**src/include/wb_ctrl_config.svh**
```systemverilog
// Write-back controller configuration

`ifndef WB_CTRL_CONFIG_SVH
`define WB_CTRL_CONFIG_SVH

//////////////////////////////////////////////////////////////////////
// Widths
//////////////////////////////////////////////////////////////////////

// Interrupt id, as delivered by the interrupt controller
`define WB_CTRL_IRQ_ID_W 5

// mcause value, interrupt flag sits on top of the id
`define WB_CTRL_CAUSE_W 6

//////////////////////////////////////////////////////////////////////
// Synchronous exception cause codes (mcause, flag clear)
//////////////////////////////////////////////////////////////////////

// Instruction access fault, raised by the MPU
`define WB_CTRL_EXC_INSTR_FAULT 6'd1

// Instruction bus error, custom code
`define WB_CTRL_EXC_INSTR_BUS_FAULT 6'd24

`define WB_CTRL_EXC_ILLEGAL 6'd2      // Illegal instruction

`define WB_CTRL_EXC_ECALL_M 6'd11     // Environment call from M-mode

`define WB_CTRL_EXC_BREAKPOINT 6'd3   // ebreak

`endif
```
**src/design/wb_ctrl_pkg.sv**
```systemverilog
// Write-back controller types

`include "wb_ctrl_config.svh"

package wb_ctrl_pkg;

  //////////////////////////////////////////////////////////////////////
  // Vectors
  //////////////////////////////////////////////////////////////////////

  typedef logic [`WB_CTRL_IRQ_ID_W-1:0] irq_id_t;  // Interrupt id
  typedef logic [`WB_CTRL_CAUSE_W-1:0]  cause_t;   // mcause, flag in MSB

  //////////////////////////////////////////////////////////////////////
  // Enums
  //////////////////////////////////////////////////////////////////////

  // Control transfer kind reported by the decoder
  typedef enum logic [1:0] {
    XFER_NONE   = 2'b00,
    XFER_JAL    = 2'b01,
    XFER_JALR   = 2'b10,
    XFER_BRANCH = 2'b11   // Conditional branch, resolved in EX
  } xfer_e;

  // Fetch PC source
  typedef enum logic [2:0] {
    PC_BOOT      = 3'b000,
    PC_FENCEI    = 3'b001,  // WB pc + 4
    PC_JUMP      = 3'b010,
    PC_BRANCH    = 3'b011,
    PC_EXCEPTION = 3'b100,  // Trap vector, see exc_pc_mux
    PC_MRET      = 3'b101   // mepc
  } pc_mux_e;

  // Trap vector target
  typedef enum logic {
    EXC_PC_EXCEPTION = 1'b0,
    EXC_PC_IRQ       = 1'b1
  } exc_pc_mux_e;

  // Stage whose PC goes to mepc on an interrupt
  typedef enum logic [1:0] {
    SAVE_IF = 2'b00,
    SAVE_ID = 2'b01,
    SAVE_EX = 2'b10,
    SAVE_WB = 2'b11
  } save_stage_e;

  // Controller FSM
  typedef enum logic [1:0] {
    RESET,
    BOOT_SET,
    FUNCTIONAL,
    SLEEP
  } ctrl_state_e;

endpackage

```
**src/design/wb_ctrl_top.sv**
```systemverilog
// Write-back stage controller

module wb_ctrl_top (
  input  logic                     clk,
  input  logic                     rst_n,
  input  logic                     fetch_enable_i,

  // Write-back instruction
  input  logic                     wb_valid_i,
  input  logic                     wb_illegal_i,
  input  logic                     wb_ebrk_i,
  input  logic                     wb_ecall_i,
  input  logic                     wb_bus_err_i,
  input  logic                     wb_mpu_err_i,
  input  logic                     wb_wfi_i,
  input  logic                     wb_fencei_i,
  input  logic                     wb_mret_i,
  input  logic                     wb_data_req_i,

  input  logic                     ex_instr_valid_i,
  input  logic                     id_instr_valid_i,

  // Decode
  input  wb_ctrl_pkg::xfer_e       ctrl_xfer_i,
  input  logic                     mret_id_i,
  input  logic                     jr_stall_i,

  // Execute
  input  logic                     branch_taken_ex_i,
  input  logic                     data_req_i,
  input  logic                     ex_done_i,

  // Interrupt controller
  input  logic                     irq_req_i,
  input  wb_ctrl_pkg::irq_id_t     irq_id_i,
  input  logic                     irq_wu_i,

  output logic                     ctrl_busy_o,
  output logic                     instr_req_o,
  output logic                     pc_set_o,
  output wb_ctrl_pkg::pc_mux_e     pc_mux_o,
  output wb_ctrl_pkg::exc_pc_mux_e exc_pc_mux_o,
  output wb_ctrl_pkg::irq_id_t     exc_cause_o,
  output logic                     irq_ack_o,
  output wb_ctrl_pkg::irq_id_t     irq_id_o,
  output logic                     csr_save_if_o,
  output logic                     csr_save_id_o,
  output logic                     csr_save_ex_o,
  output logic                     csr_save_wb_o,
  output wb_ctrl_pkg::cause_t      csr_cause_o,
  output logic                     csr_save_cause_o,
  output logic                     csr_restore_mret_o,
  output logic                     halt_if_o,
  output logic                     halt_id_o,
  output logic                     halt_ex_o,
  output logic                     halt_wb_o,
  output logic                     kill_if_o,
  output logic                     kill_id_o,
  output logic                     kill_ex_o,
  output logic                     kill_wb_o,
  output logic                     wake_o
);

  import wb_ctrl_pkg::*;

  logic        exc_event;     // Decoder results
  cause_t      exc_code;
  logic        wfi_event;
  logic        fencei_event;
  logic        mret_event;
  logic        irq_allowed;   // Gate results
  save_stage_e save_stage;

  wb_event_decode u_decode (
    .*,
    .exc_event_o    (exc_event),
    .exc_code_o     (exc_code),
    .wfi_event_o    (wfi_event),
    .fencei_event_o (fencei_event),
    .mret_event_o   (mret_event)
  );

  irq_gate u_irq_gate (
    .*,
    .exc_event_i   (exc_event),
    .irq_allowed_o (irq_allowed),
    .save_stage_o  (save_stage)
  );

  ctrl_fsm u_fsm (
    .*,
    .exc_event_i    (exc_event),
    .wfi_event_i    (wfi_event),
    .fencei_event_i (fencei_event),
    .mret_event_i   (mret_event),
    .exc_code_i     (exc_code),
    .irq_allowed_i  (irq_allowed),
    .save_stage_i   (save_stage)
  );

endmodule

```
**src/design/ctrl_fsm.sv**
```systemverilog
// Write-back controller FSM

`include "wb_ctrl_config.svh"

module ctrl_fsm (
  input  logic                     clk,
  input  logic                     rst_n,
  input  logic                     fetch_enable_i,     // Leave reset, start booting

  // Events from WB
  input  logic                     exc_event_i,
  input  logic                     wfi_event_i,
  input  logic                     fencei_event_i,
  input  logic                     mret_event_i,
  input  wb_ctrl_pkg::cause_t      exc_code_i,

  // Interrupt gating
  input  logic                     irq_allowed_i,
  input  wb_ctrl_pkg::save_stage_e save_stage_i,
  input  logic                     irq_req_i,
  input  wb_ctrl_pkg::irq_id_t     irq_id_i,
  input  logic                     irq_wu_i,           // Wake-up request

  // EX and ID
  input  logic                     branch_taken_ex_i,
  input  wb_ctrl_pkg::xfer_e       ctrl_xfer_i,
  input  logic                     mret_id_i,
  input  logic                     id_instr_valid_i,
  input  logic                     jr_stall_i,         // JALR operand not ready

  output logic                     ctrl_busy_o,
  output logic                     instr_req_o,
  output logic                     pc_set_o,
  output wb_ctrl_pkg::pc_mux_e     pc_mux_o,
  output wb_ctrl_pkg::exc_pc_mux_e exc_pc_mux_o,
  output wb_ctrl_pkg::irq_id_t     exc_cause_o,        // Vector offset for IF
  output logic                     irq_ack_o,
  output wb_ctrl_pkg::irq_id_t     irq_id_o,
  output logic                     csr_save_if_o,
  output logic                     csr_save_id_o,
  output logic                     csr_save_ex_o,
  output logic                     csr_save_wb_o,
  output wb_ctrl_pkg::cause_t      csr_cause_o,
  output logic                     csr_save_cause_o,
  output logic                     csr_restore_mret_o,
  output logic                     halt_if_o,
  output logic                     halt_id_o,
  output logic                     halt_ex_o,
  output logic                     halt_wb_o,
  output logic                     kill_if_o,
  output logic                     kill_id_o,
  output logic                     kill_ex_o,
  output logic                     kill_wb_o,
  output logic                     wake_o
);

  import wb_ctrl_pkg::*;

  ctrl_state_e state_q, state_d;
  logic        jump_in_id;  // JAL, JALR or mret decoded in ID

  assign jump_in_id = ((ctrl_xfer_i == XFER_JAL) ||
                       (ctrl_xfer_i == XFER_JALR) ||
                       mret_id_i) && id_instr_valid_i;

  assign wake_o = irq_wu_i;

  //////////////////////////////////////////////////////////////////////
  // Next state and controls
  //////////////////////////////////////////////////////////////////////

  always_comb begin
    state_d            = state_q;
    ctrl_busy_o        = 1'b1;
    instr_req_o        = 1'b1;       // Fetch unless told otherwise
    pc_set_o           = 1'b0;
    pc_mux_o           = PC_BOOT;
    exc_pc_mux_o       = EXC_PC_IRQ;
    exc_cause_o        = '0;
    irq_ack_o          = 1'b0;
    irq_id_o           = '0;
    csr_save_if_o      = 1'b0;
    csr_save_id_o      = 1'b0;
    csr_save_ex_o      = 1'b0;
    csr_save_wb_o      = 1'b0;
    csr_cause_o        = '0;
    csr_save_cause_o   = 1'b0;
    csr_restore_mret_o = 1'b0;
    halt_if_o          = 1'b0;
    halt_id_o          = 1'b0;
    halt_ex_o          = 1'b0;
    halt_wb_o          = 1'b0;
    kill_if_o          = 1'b0;
    kill_id_o          = 1'b0;
    kill_ex_o          = 1'b0;
    kill_wb_o          = 1'b0;

    unique case (state_q)
      RESET: begin
        instr_req_o = 1'b0;
        if (fetch_enable_i) state_d = BOOT_SET;
      end
      BOOT_SET: begin                // Single cycle, load the boot address
        pc_set_o  = 1'b1;
        pc_mux_o  = PC_BOOT;
        kill_if_o = 1'b1;
        state_d   = FUNCTIONAL;
      end
      FUNCTIONAL: begin
        if (irq_req_i) begin
          if (irq_allowed_i) begin
            kill_if_o        = 1'b1;   // Flush everything
            kill_id_o        = 1'b1;
            kill_ex_o        = 1'b1;
            kill_wb_o        = 1'b1;
            pc_set_o         = 1'b1;
            pc_mux_o         = PC_EXCEPTION;
            exc_pc_mux_o     = EXC_PC_IRQ;
            exc_cause_o      = irq_id_i;
            irq_ack_o        = 1'b1;
            irq_id_o         = irq_id_i;
            csr_save_cause_o = 1'b1;
            csr_cause_o      = {1'b1, irq_id_i};  // Interrupt flag set
            unique case (save_stage_i)
              SAVE_WB: csr_save_wb_o = 1'b1;
              SAVE_EX: csr_save_ex_o = 1'b1;
              SAVE_ID: csr_save_id_o = 1'b1;
              default: csr_save_if_o = 1'b1;
            endcase
          end else begin
            halt_id_o = 1'b1;          // Hold decode until the bus access ends
          end
        end else if (exc_event_i) begin
          kill_if_o        = 1'b1;     // WB instruction itself retires as trap
          kill_id_o        = 1'b1;
          kill_ex_o        = 1'b1;
          pc_set_o         = 1'b1;
          pc_mux_o         = PC_EXCEPTION;
          exc_pc_mux_o     = EXC_PC_EXCEPTION;
          csr_save_wb_o    = 1'b1;
          csr_save_cause_o = 1'b1;
          csr_cause_o      = {1'b0, exc_code_i[`WB_CTRL_IRQ_ID_W-1:0]};
        end else if (wfi_event_i) begin
          // EX and WB keep going so the bubble behind WFI drains
          halt_if_o   = 1'b1;
          halt_id_o   = 1'b1;
          instr_req_o = 1'b0;
          state_d     = SLEEP;
        end else if (fencei_event_i) begin
          kill_if_o = 1'b1;            // Refetch from WB pc + 4
          kill_id_o = 1'b1;
          kill_ex_o = 1'b1;
          pc_set_o  = 1'b1;
          pc_mux_o  = PC_FENCEI;
        end else if (mret_event_i) begin
          csr_restore_mret_o = 1'b1;   // Jump already taken from ID
        end else if (branch_taken_ex_i) begin
          kill_if_o = 1'b1;
          kill_id_o = 1'b1;
          pc_set_o  = 1'b1;
          pc_mux_o  = PC_BRANCH;
        end else if (jump_in_id) begin
          kill_if_o = 1'b1;
          if (mret_id_i) begin
            pc_set_o = 1'b1;
            pc_mux_o = PC_MRET;
          end else begin
            pc_mux_o = PC_JUMP;
            pc_set_o = !jr_stall_i;    // Wait for the JALR base register
          end
        end
      end
      SLEEP: begin
        ctrl_busy_o = 1'b0;
        instr_req_o = 1'b0;
        halt_if_o   = 1'b1;
        halt_id_o   = 1'b1;
        halt_ex_o   = 1'b1;
        halt_wb_o   = 1'b1;
        if (wake_o) begin
          ctrl_busy_o = 1'b1;          // Clock gate opens in this cycle
          state_d     = FUNCTIONAL;
        end
      end
      default: begin
        instr_req_o = 1'b0;
        state_d     = RESET;
      end
    endcase
  end

  //////////////////////////////////////////////////////////////////////
  // State register
  //////////////////////////////////////////////////////////////////////

  always_ff @(posedge clk or negedge rst_n) begin
    if (!rst_n) begin
      state_q <= RESET;
    end else begin
      state_q <= state_d;
    end
  end

endmodule

```
**src/design/irq_gate.sv**
```systemverilog
// Interrupt gate

module irq_gate (
  input  logic                     clk,
  input  logic                     rst_n,

  input  logic                     wb_valid_i,        // WB holds a valid instruction
  input  logic                     wb_data_req_i,     // WB instruction is a load/store
  input  logic                     ex_instr_valid_i,
  input  logic                     id_instr_valid_i,
  input  logic                     data_req_i,        // LSU request leaving EX
  input  logic                     ex_done_i,         // EX stage finished its instruction
  input  logic                     exc_event_i,       // Exception in WB overrides gating

  output logic                     irq_allowed_o,
  output wb_ctrl_pkg::save_stage_e save_stage_o
);

  import wb_ctrl_pkg::*;

  logic data_req_q;      // A request left EX and the instruction is still there
  logic wb_lsu_active;   // Valid load/store sitting in WB

  //////////////////////////////////////////////////////////////////////
  // Outstanding data request
  //////////////////////////////////////////////////////////////////////

  // Set while the LSU instruction waits in EX after issuing its request
  always_ff @(posedge clk or negedge rst_n) begin
    if (!rst_n) begin
      data_req_q <= 1'b0;
    end else begin
      if (data_req_i && !ex_done_i) begin
        data_req_q <= 1'b1;
      end else if (ex_done_i) begin
        data_req_q <= 1'b0;  // Instruction moved on to WB
      end
    end
  end

  //////////////////////////////////////////////////////////////////////
  // Interrupt permission
  //////////////////////////////////////////////////////////////////////

  assign wb_lsu_active = wb_valid_i && wb_data_req_i;

  // A bus access already on its way must complete.
  // A faulting instruction never reached the bus, so it is interruptible.
  assign irq_allowed_o = (!wb_lsu_active && !data_req_q) || exc_event_i;

  //////////////////////////////////////////////////////////////////////
  // Saved PC stage
  //////////////////////////////////////////////////////////////////////

  always_comb begin
    if (wb_valid_i) begin
      save_stage_o = SAVE_WB;       // Oldest first
    end else if (ex_instr_valid_i) begin
      save_stage_o = SAVE_EX;
    end else if (id_instr_valid_i) begin
      save_stage_o = SAVE_ID;
    end else begin
      save_stage_o = SAVE_IF;       // Pipe empty, IF pc is next to run
    end
  end

endmodule

```
**src/design/wb_event_decode.sv**
```systemverilog
// Write-back event decoder

`include "wb_ctrl_config.svh"

module wb_event_decode (
  input  logic                wb_valid_i,      // WB holds a valid instruction
  input  logic                wb_illegal_i,    // Illegal instruction
  input  logic                wb_ebrk_i,       // ebreak
  input  logic                wb_ecall_i,      // ecall
  input  logic                wb_bus_err_i,    // Instruction fetch bus error
  input  logic                wb_mpu_err_i,    // MPU blocked the fetch
  input  logic                wb_wfi_i,
  input  logic                wb_fencei_i,
  input  logic                wb_mret_i,

  output logic                exc_event_o,     // Synchronous exception in WB
  output wb_ctrl_pkg::cause_t exc_code_o,      // Cause of that exception
  output logic                wfi_event_o,
  output logic                fencei_event_o,
  output logic                mret_event_o
);

  logic any_fault;  // Unqualified OR of all fault flags

  //////////////////////////////////////////////////////////////////////
  // Exception detection
  //////////////////////////////////////////////////////////////////////

  assign any_fault = wb_illegal_i ||
                     wb_ebrk_i    ||
                     wb_ecall_i   ||
                     wb_bus_err_i ||
                     wb_mpu_err_i;

  assign exc_event_o = any_fault && wb_valid_i;  // Bubbles never trap

  // Fixed priority, fetch faults first since the opcode is junk then
  always_comb begin
    if (wb_mpu_err_i) begin
      exc_code_o = `WB_CTRL_EXC_INSTR_FAULT;
    end else if (wb_bus_err_i) begin
      exc_code_o = `WB_CTRL_EXC_INSTR_BUS_FAULT;
    end else if (wb_illegal_i) begin
      exc_code_o = `WB_CTRL_EXC_ILLEGAL;
    end else if (wb_ecall_i) begin
      exc_code_o = `WB_CTRL_EXC_ECALL_M;
    end else begin
      exc_code_o = `WB_CTRL_EXC_BREAKPOINT;  // Only ebreak left
    end
  end

  //////////////////////////////////////////////////////////////////////
  // Special instructions
  //////////////////////////////////////////////////////////////////////

  assign wfi_event_o    = wb_wfi_i    && wb_valid_i;
  assign fencei_event_o = wb_fencei_i && wb_valid_i;
  assign mret_event_o   = wb_mret_i   && wb_valid_i;  // CSR restore only

endmodule

```
**config.mk**
```make
export PLATFORM = sky130hd
export DESIGN_NAME = wb_ctrl_top
export DESIGN_NICKNAME = d
export VERILOG_FILES = /design/src/design/wb_ctrl_pkg.sv /design/src/design/wb_ctrl_top.sv /design/src/design/ctrl_fsm.sv /design/src/design/irq_gate.sv /design/src/design/wb_event_decode.sv
export VERILOG_INCLUDE_DIRS = /design/src /design/src/include
export SDC_FILE = /design/constraint.sdc
export NUM_CORES = 1
export LEC_CHECK = 0
export BUFFER_PORTS_ARGS = -buffer_cell sky130_fd_sc_hd__buf_4
export CAP_MARGIN = 10
export CORE_MARGIN = 2
export CORE_UTILIZATION = 38
export DETAILED_ROUTE_END_ITERATION = 6
export GPL_ROUTABILITY_DRIVEN = 0
export PLACE_DENSITY_LB_ADDON = 0.12
export SLEW_MARGIN = 5
export SYNTH_ARGS = -nofsm -noshare
export SYNTH_HDL_FRONTEND = slang
export SYNTH_SLANG_ARGS = --single-unit
```
**constraint.sdc**
```tcl
create_clock -name clk -period 2.67 [get_ports clk]
set_clock_uncertainty 0.2 [all_clocks]
set_input_delay 0.4005 -clock clk [delete_from_list [all_inputs] [get_ports clk]]
set_output_delay 0.4005 -clock clk [all_outputs]
set_load 0.05 [all_outputs]
```
==> impl_metrics.env <==
export IMPL_cts_num_sinks=3
export IMPL_area_growth_syn_to_layout_pct=77.0
export IMPL_stdcell_area_mm2=0.00138
export IMPL_final_min_period_over_clock_period_pct=95.1
export IMPL_rsz0062_at_grt="false"
export IMPL_postSynth_asyncResetShare_pct=100
export IMPL_fillerInstances=156
export IMPL_max_cap_viol_count=0
export IMPL_via_count_of_the_first_global_routing_pass=925
export IMPL_worst_slew_margin_rel_pct=75.2
export IMPL_clkSlewWorstSetupHoldPaths_ns=0.04
export IMPL_dp_hpwl_um=2030
export IMPL_power_internal_mw=0.453
export IMPL_route_detailed_vias_per_inst=5.11
export IMPL_cts_h_tree_depth=1
export IMPL_ff2ff_path_depth=5
export IMPL_tritoncts="done"
export IMPL_std_cell_rows=16
export IMPL_dieWidth_um=49.3
export IMPL_max_clock_freq_mhz=394
export IMPL_crit_path_start="wb_mpu_err_i"
export IMPL_post_layout_total_power_mw=1.21
export IMPL_synth_area_leaders="sky130_fd_sc_hd__buf_4 (9.6%), sky130_fd_sc_hd__dfrtp_1 (9.6%), sky130_fd_sc_hd__ha_1 (8.0%)"
export IMPL_hold_viol=0
export IMPL_diodes=0
export IMPL_combinational_power_share_pct=88.6
export IMPL_crit_arrival_ns=1.94
export IMPL_synth_top_area_share_pct=9.65
export IMPL_postSynthRegisterBits=3
export IMPL_post_route_cells_drive_above_1_share_pct=54.5
export IMPL_timing_worst_slew_pin_value_ns=0.372
export IMPL_synth_seq_area_share_pct=9.65
export IMPL_worst_setup_path_type="in -> out"
export IMPL_netSwitchingPower_mw=0.752
export IMPL_synth_enable_flop_cells=0
export IMPL_die_area_mm2=0.00243
export IMPL_worstPathMaxFanout=4
export IMPL_run_status="complete, no violations"
export IMPL_clock_root_buffer="sky130_fd_sc_hd__clkbuf_4"
export IMPL_post_drt_wl_per_cell_um=12.2
export IMPL_clockPowerShare_pct=6.4
export IMPL_ir_drop_mv=0.525
export IMPL_num_nets_final=211
export IMPL_worst_r2r_endpoint="u_fsm.state_q[0]$_DFFE_PN0P_"
export IMPL_floorplan_initialDensity_pct=40.1
export IMPL_maxSlewViolCount=0
export IMPL_postRouteAntennaNets=0
export IMPL_final_setup_vio_count=0
export IMPL_cp_endpoint="kill_if_o"
export IMPL_design_core_area_mm2=0.00194
export IMPL_timing_final_crit_period_ns=2.54
export IMPL_netSwitchingFraction_pct=62.4
export IMPL_io_pin_count=68
export IMPL_buffer_ports_inserted=67
export IMPL_timing_critical_path_from_type="primary input"
export IMPL_grt_first_pass_wirelength_um=3950
export IMPL_post_route_drc_count=0
export IMPL_pwr_cell_area_mw_per_mm2=875
export IMPL_syn_cell_area_um2=778
export IMPL_ys_flop_type="sky130_fd_sc_hd__dfrtp_1"
export IMPL_cts_buffers_inserted=3
export IMPL_initial_antenna_violation_count=0
export IMPL_groute_usage_overall_pct=19.6
export IMPL_postSynthCellCount=112
export IMPL_grt_max_degree=16
export IMPL_r2r_setup_slack_ns=1.02
export IMPL_yosysWarningCount=0
export IMPL_die_y_um=49.3
export IMPL_synthTopCellsByCount="sky130_fd_sc_hd__buf_4 (10), sky130_fd_sc_hd__inv_1 (10), sky130_fd_sc_hd__a21oi_1 (8), sky130_fd_sc_hd__nor2_1 (8), sky130_fd_sc_hd__nand2_1 (7)"
export IMPL_syn_num_nets=146
export IMPL_detailedRoute_firstPassIterationCount=4
export IMPL_routed_via_count=1037
export IMPL_synth_lib_cells_used_distinct=40
export IMPL_crit_path_end_kind="primary output"
export IMPL_total_overflow_reported_by_the_global_router=0
export IMPL_synthDominantAreaCellType="sky130_fd_sc_hd__buf_4"
export IMPL_skew_pair_late_insertion_delay_ns=0.23
export IMPL_postLayoutCoreUtil_pct=70.9
export IMPL_fraction_of_power_consumed_by_sequential_logic_pct=4.9
export IMPL_synthesis_area_per_instance_um2=6.95
export IMPL_hold_path_class="in -> reg"
export IMPL_crit_reg2reg_launch="u_fsm.state_q[0]$_DFFE_PN0P_"
export IMPL_hold_critical_path_depth=2
export IMPL_dpl_instance_area_mm2=0.00132
export IMPL_clock_path_buffers=2
export IMPL_timing_critical_path_required_ns=2.07
export IMPL_leakage_dissipation_nw=0.681
export IMPL_drt_iter0_drc=18
export IMPL_detail_route_wirelength_um=2470
==> registers in the layout, indices dropped and copies added (netlist names) <==
signal	count
u_fsm.state_q	2
u_irq_gate.data_req_q	1
==> through the flow <==
stage | TNS, ns | hold slack [ns] | setup slack [ns] | cells
floorplan | -0.304 | -0.0951 | -0.0644 | 112
global placement | 0 | -0.0109 | 0.0424 | 198
detailed placement | -0.0632 | -0.00888 | -0.0572 | 198
CTS | 0 | 0.112 | 0.00544 | 203
global route | 0 | 0.113 | 0.000671 | 203
finish | 0 | 0.119 | 0.130 | 203
==> placed cells by master (no fill, tap or decap), types with 2 or more instances in the layout <==
cell	n
sky130_fd_sc_hd__nor4b_2	2
sky130_fd_sc_hd__dfrtp_1	3
sky130_fd_sc_hd__inv_1	10
sky130_fd_sc_hd__ha_1	5
sky130_fd_sc_hd__nand2b_1	2
sky130_fd_sc_hd__a211oi_1	2
sky130_fd_sc_hd__a21o_1	3
sky130_fd_sc_hd__o21ai_0	5
sky130_fd_sc_hd__nand3_1	2
sky130_fd_sc_hd__a21oi_1	6
sky130_fd_sc_hd__clkbuf_4	3
sky130_fd_sc_hd__o2bb2ai_1	4
sky130_fd_sc_hd__buf_4	74
sky130_fd_sc_hd__nor2_1	8
sky130_fd_sc_hd__o21ai_1	3
sky130_fd_sc_hd__and2_2	4
sky130_fd_sc_hd__a21oi_2	2
sky130_fd_sc_hd__or4_4	2
sky130_fd_sc_hd__nand2_1	7
==> power by group through the flow <==
stage / registers [mW] / clock network (mW) / logic (mW)
final: 0.0596 / 0.0772 / 1.07
after global routing: 0.0613 / 0.0882 / 1.12
after CTS: 0.0598 / 0.0809 / 1.06
after detailed placement: 0.0602 / 0 / 1.06
after global placement: 0.0601 / 0 / 1.05
after floorplan: 0.0626 / 0 / 0.773
==> timing repair <==
action / CTS / global route
endpoints found under the hold margin: 3 / 0
resized for setup: 1 / 3
setup buffers: 0 / 0
endpoints found under the setup margin: 20 / 3
hold buffers: 1 / 0
==> layer usage <==
layer,GRT usage [%],vias to the layer above,routed length [um]
li1,-,532,-
met1,24.2,466,1030
met2,35.6,37,1300
met3,3.07,2,125
met4,3.33,0,14
met5,0,-,0
==> worst min-delay path by stage <==
stage                   start                                 to
global placement        rst_n  u_irq_gate.data_req_q$_DFFE_PN0P_
finish              ex_done_i  u_irq_gate.data_req_q$_DFFE_PN0P_
floorplan               rst_n       u_fsm.state_q[0]$_DFFE_PN0P_
CTS                 ex_done_i  u_irq_gate.data_req_q$_DFFE_PN0P_
detailed placement      rst_n       u_fsm.state_q[0]$_DFFE_PN0P_
global route        ex_done_i  u_irq_gate.data_req_q$_DFFE_PN0P_
==> area by class of cell <==
class / count / area (um^2) / share of cell area (%)
flip-flops and latches: 3 / 75.1 / 5.45
clock buffers: 4 / 26.3 / 1.91
multi-input cells: 84 / 639 / 46.4
well taps: 27 / 33.8 / 2.45
repair buffers: 75 / 566 / 41.1
inverters: 10 / 37.5 / 2.72
==> worst max-delay path: stages <==
cell                       delay, ns
sky130_fd_sc_hd__buf_4          0.12
sky130_fd_sc_hd__or4_4          0.55
sky130_fd_sc_hd__or2_1          0.26
sky130_fd_sc_hd__a211oi_1       0.28
sky130_fd_sc_hd__a311oi_2       0.13
sky130_fd_sc_hd__buf_4          0.20
==> cells by family after synthesis <==
| family | Yosys count | share of synthesized area [%] |
|---|---|---|
| XOR/XNOR | 1 | 1.13 |
| adder cells (fa/ha/maj) | 5 | 8.04 |
| AO/OA/AOI/OAI | 40 | 35.4 |
| AND/OR/NAND/NOR | 37 | 27.5 |
| buffers and inverters | 25 | 17.0 |
| flip-flops | 3 | 9.65 |
| multiplexers | 1 | 1.29 |
Power figures use the tool's default switching activity.
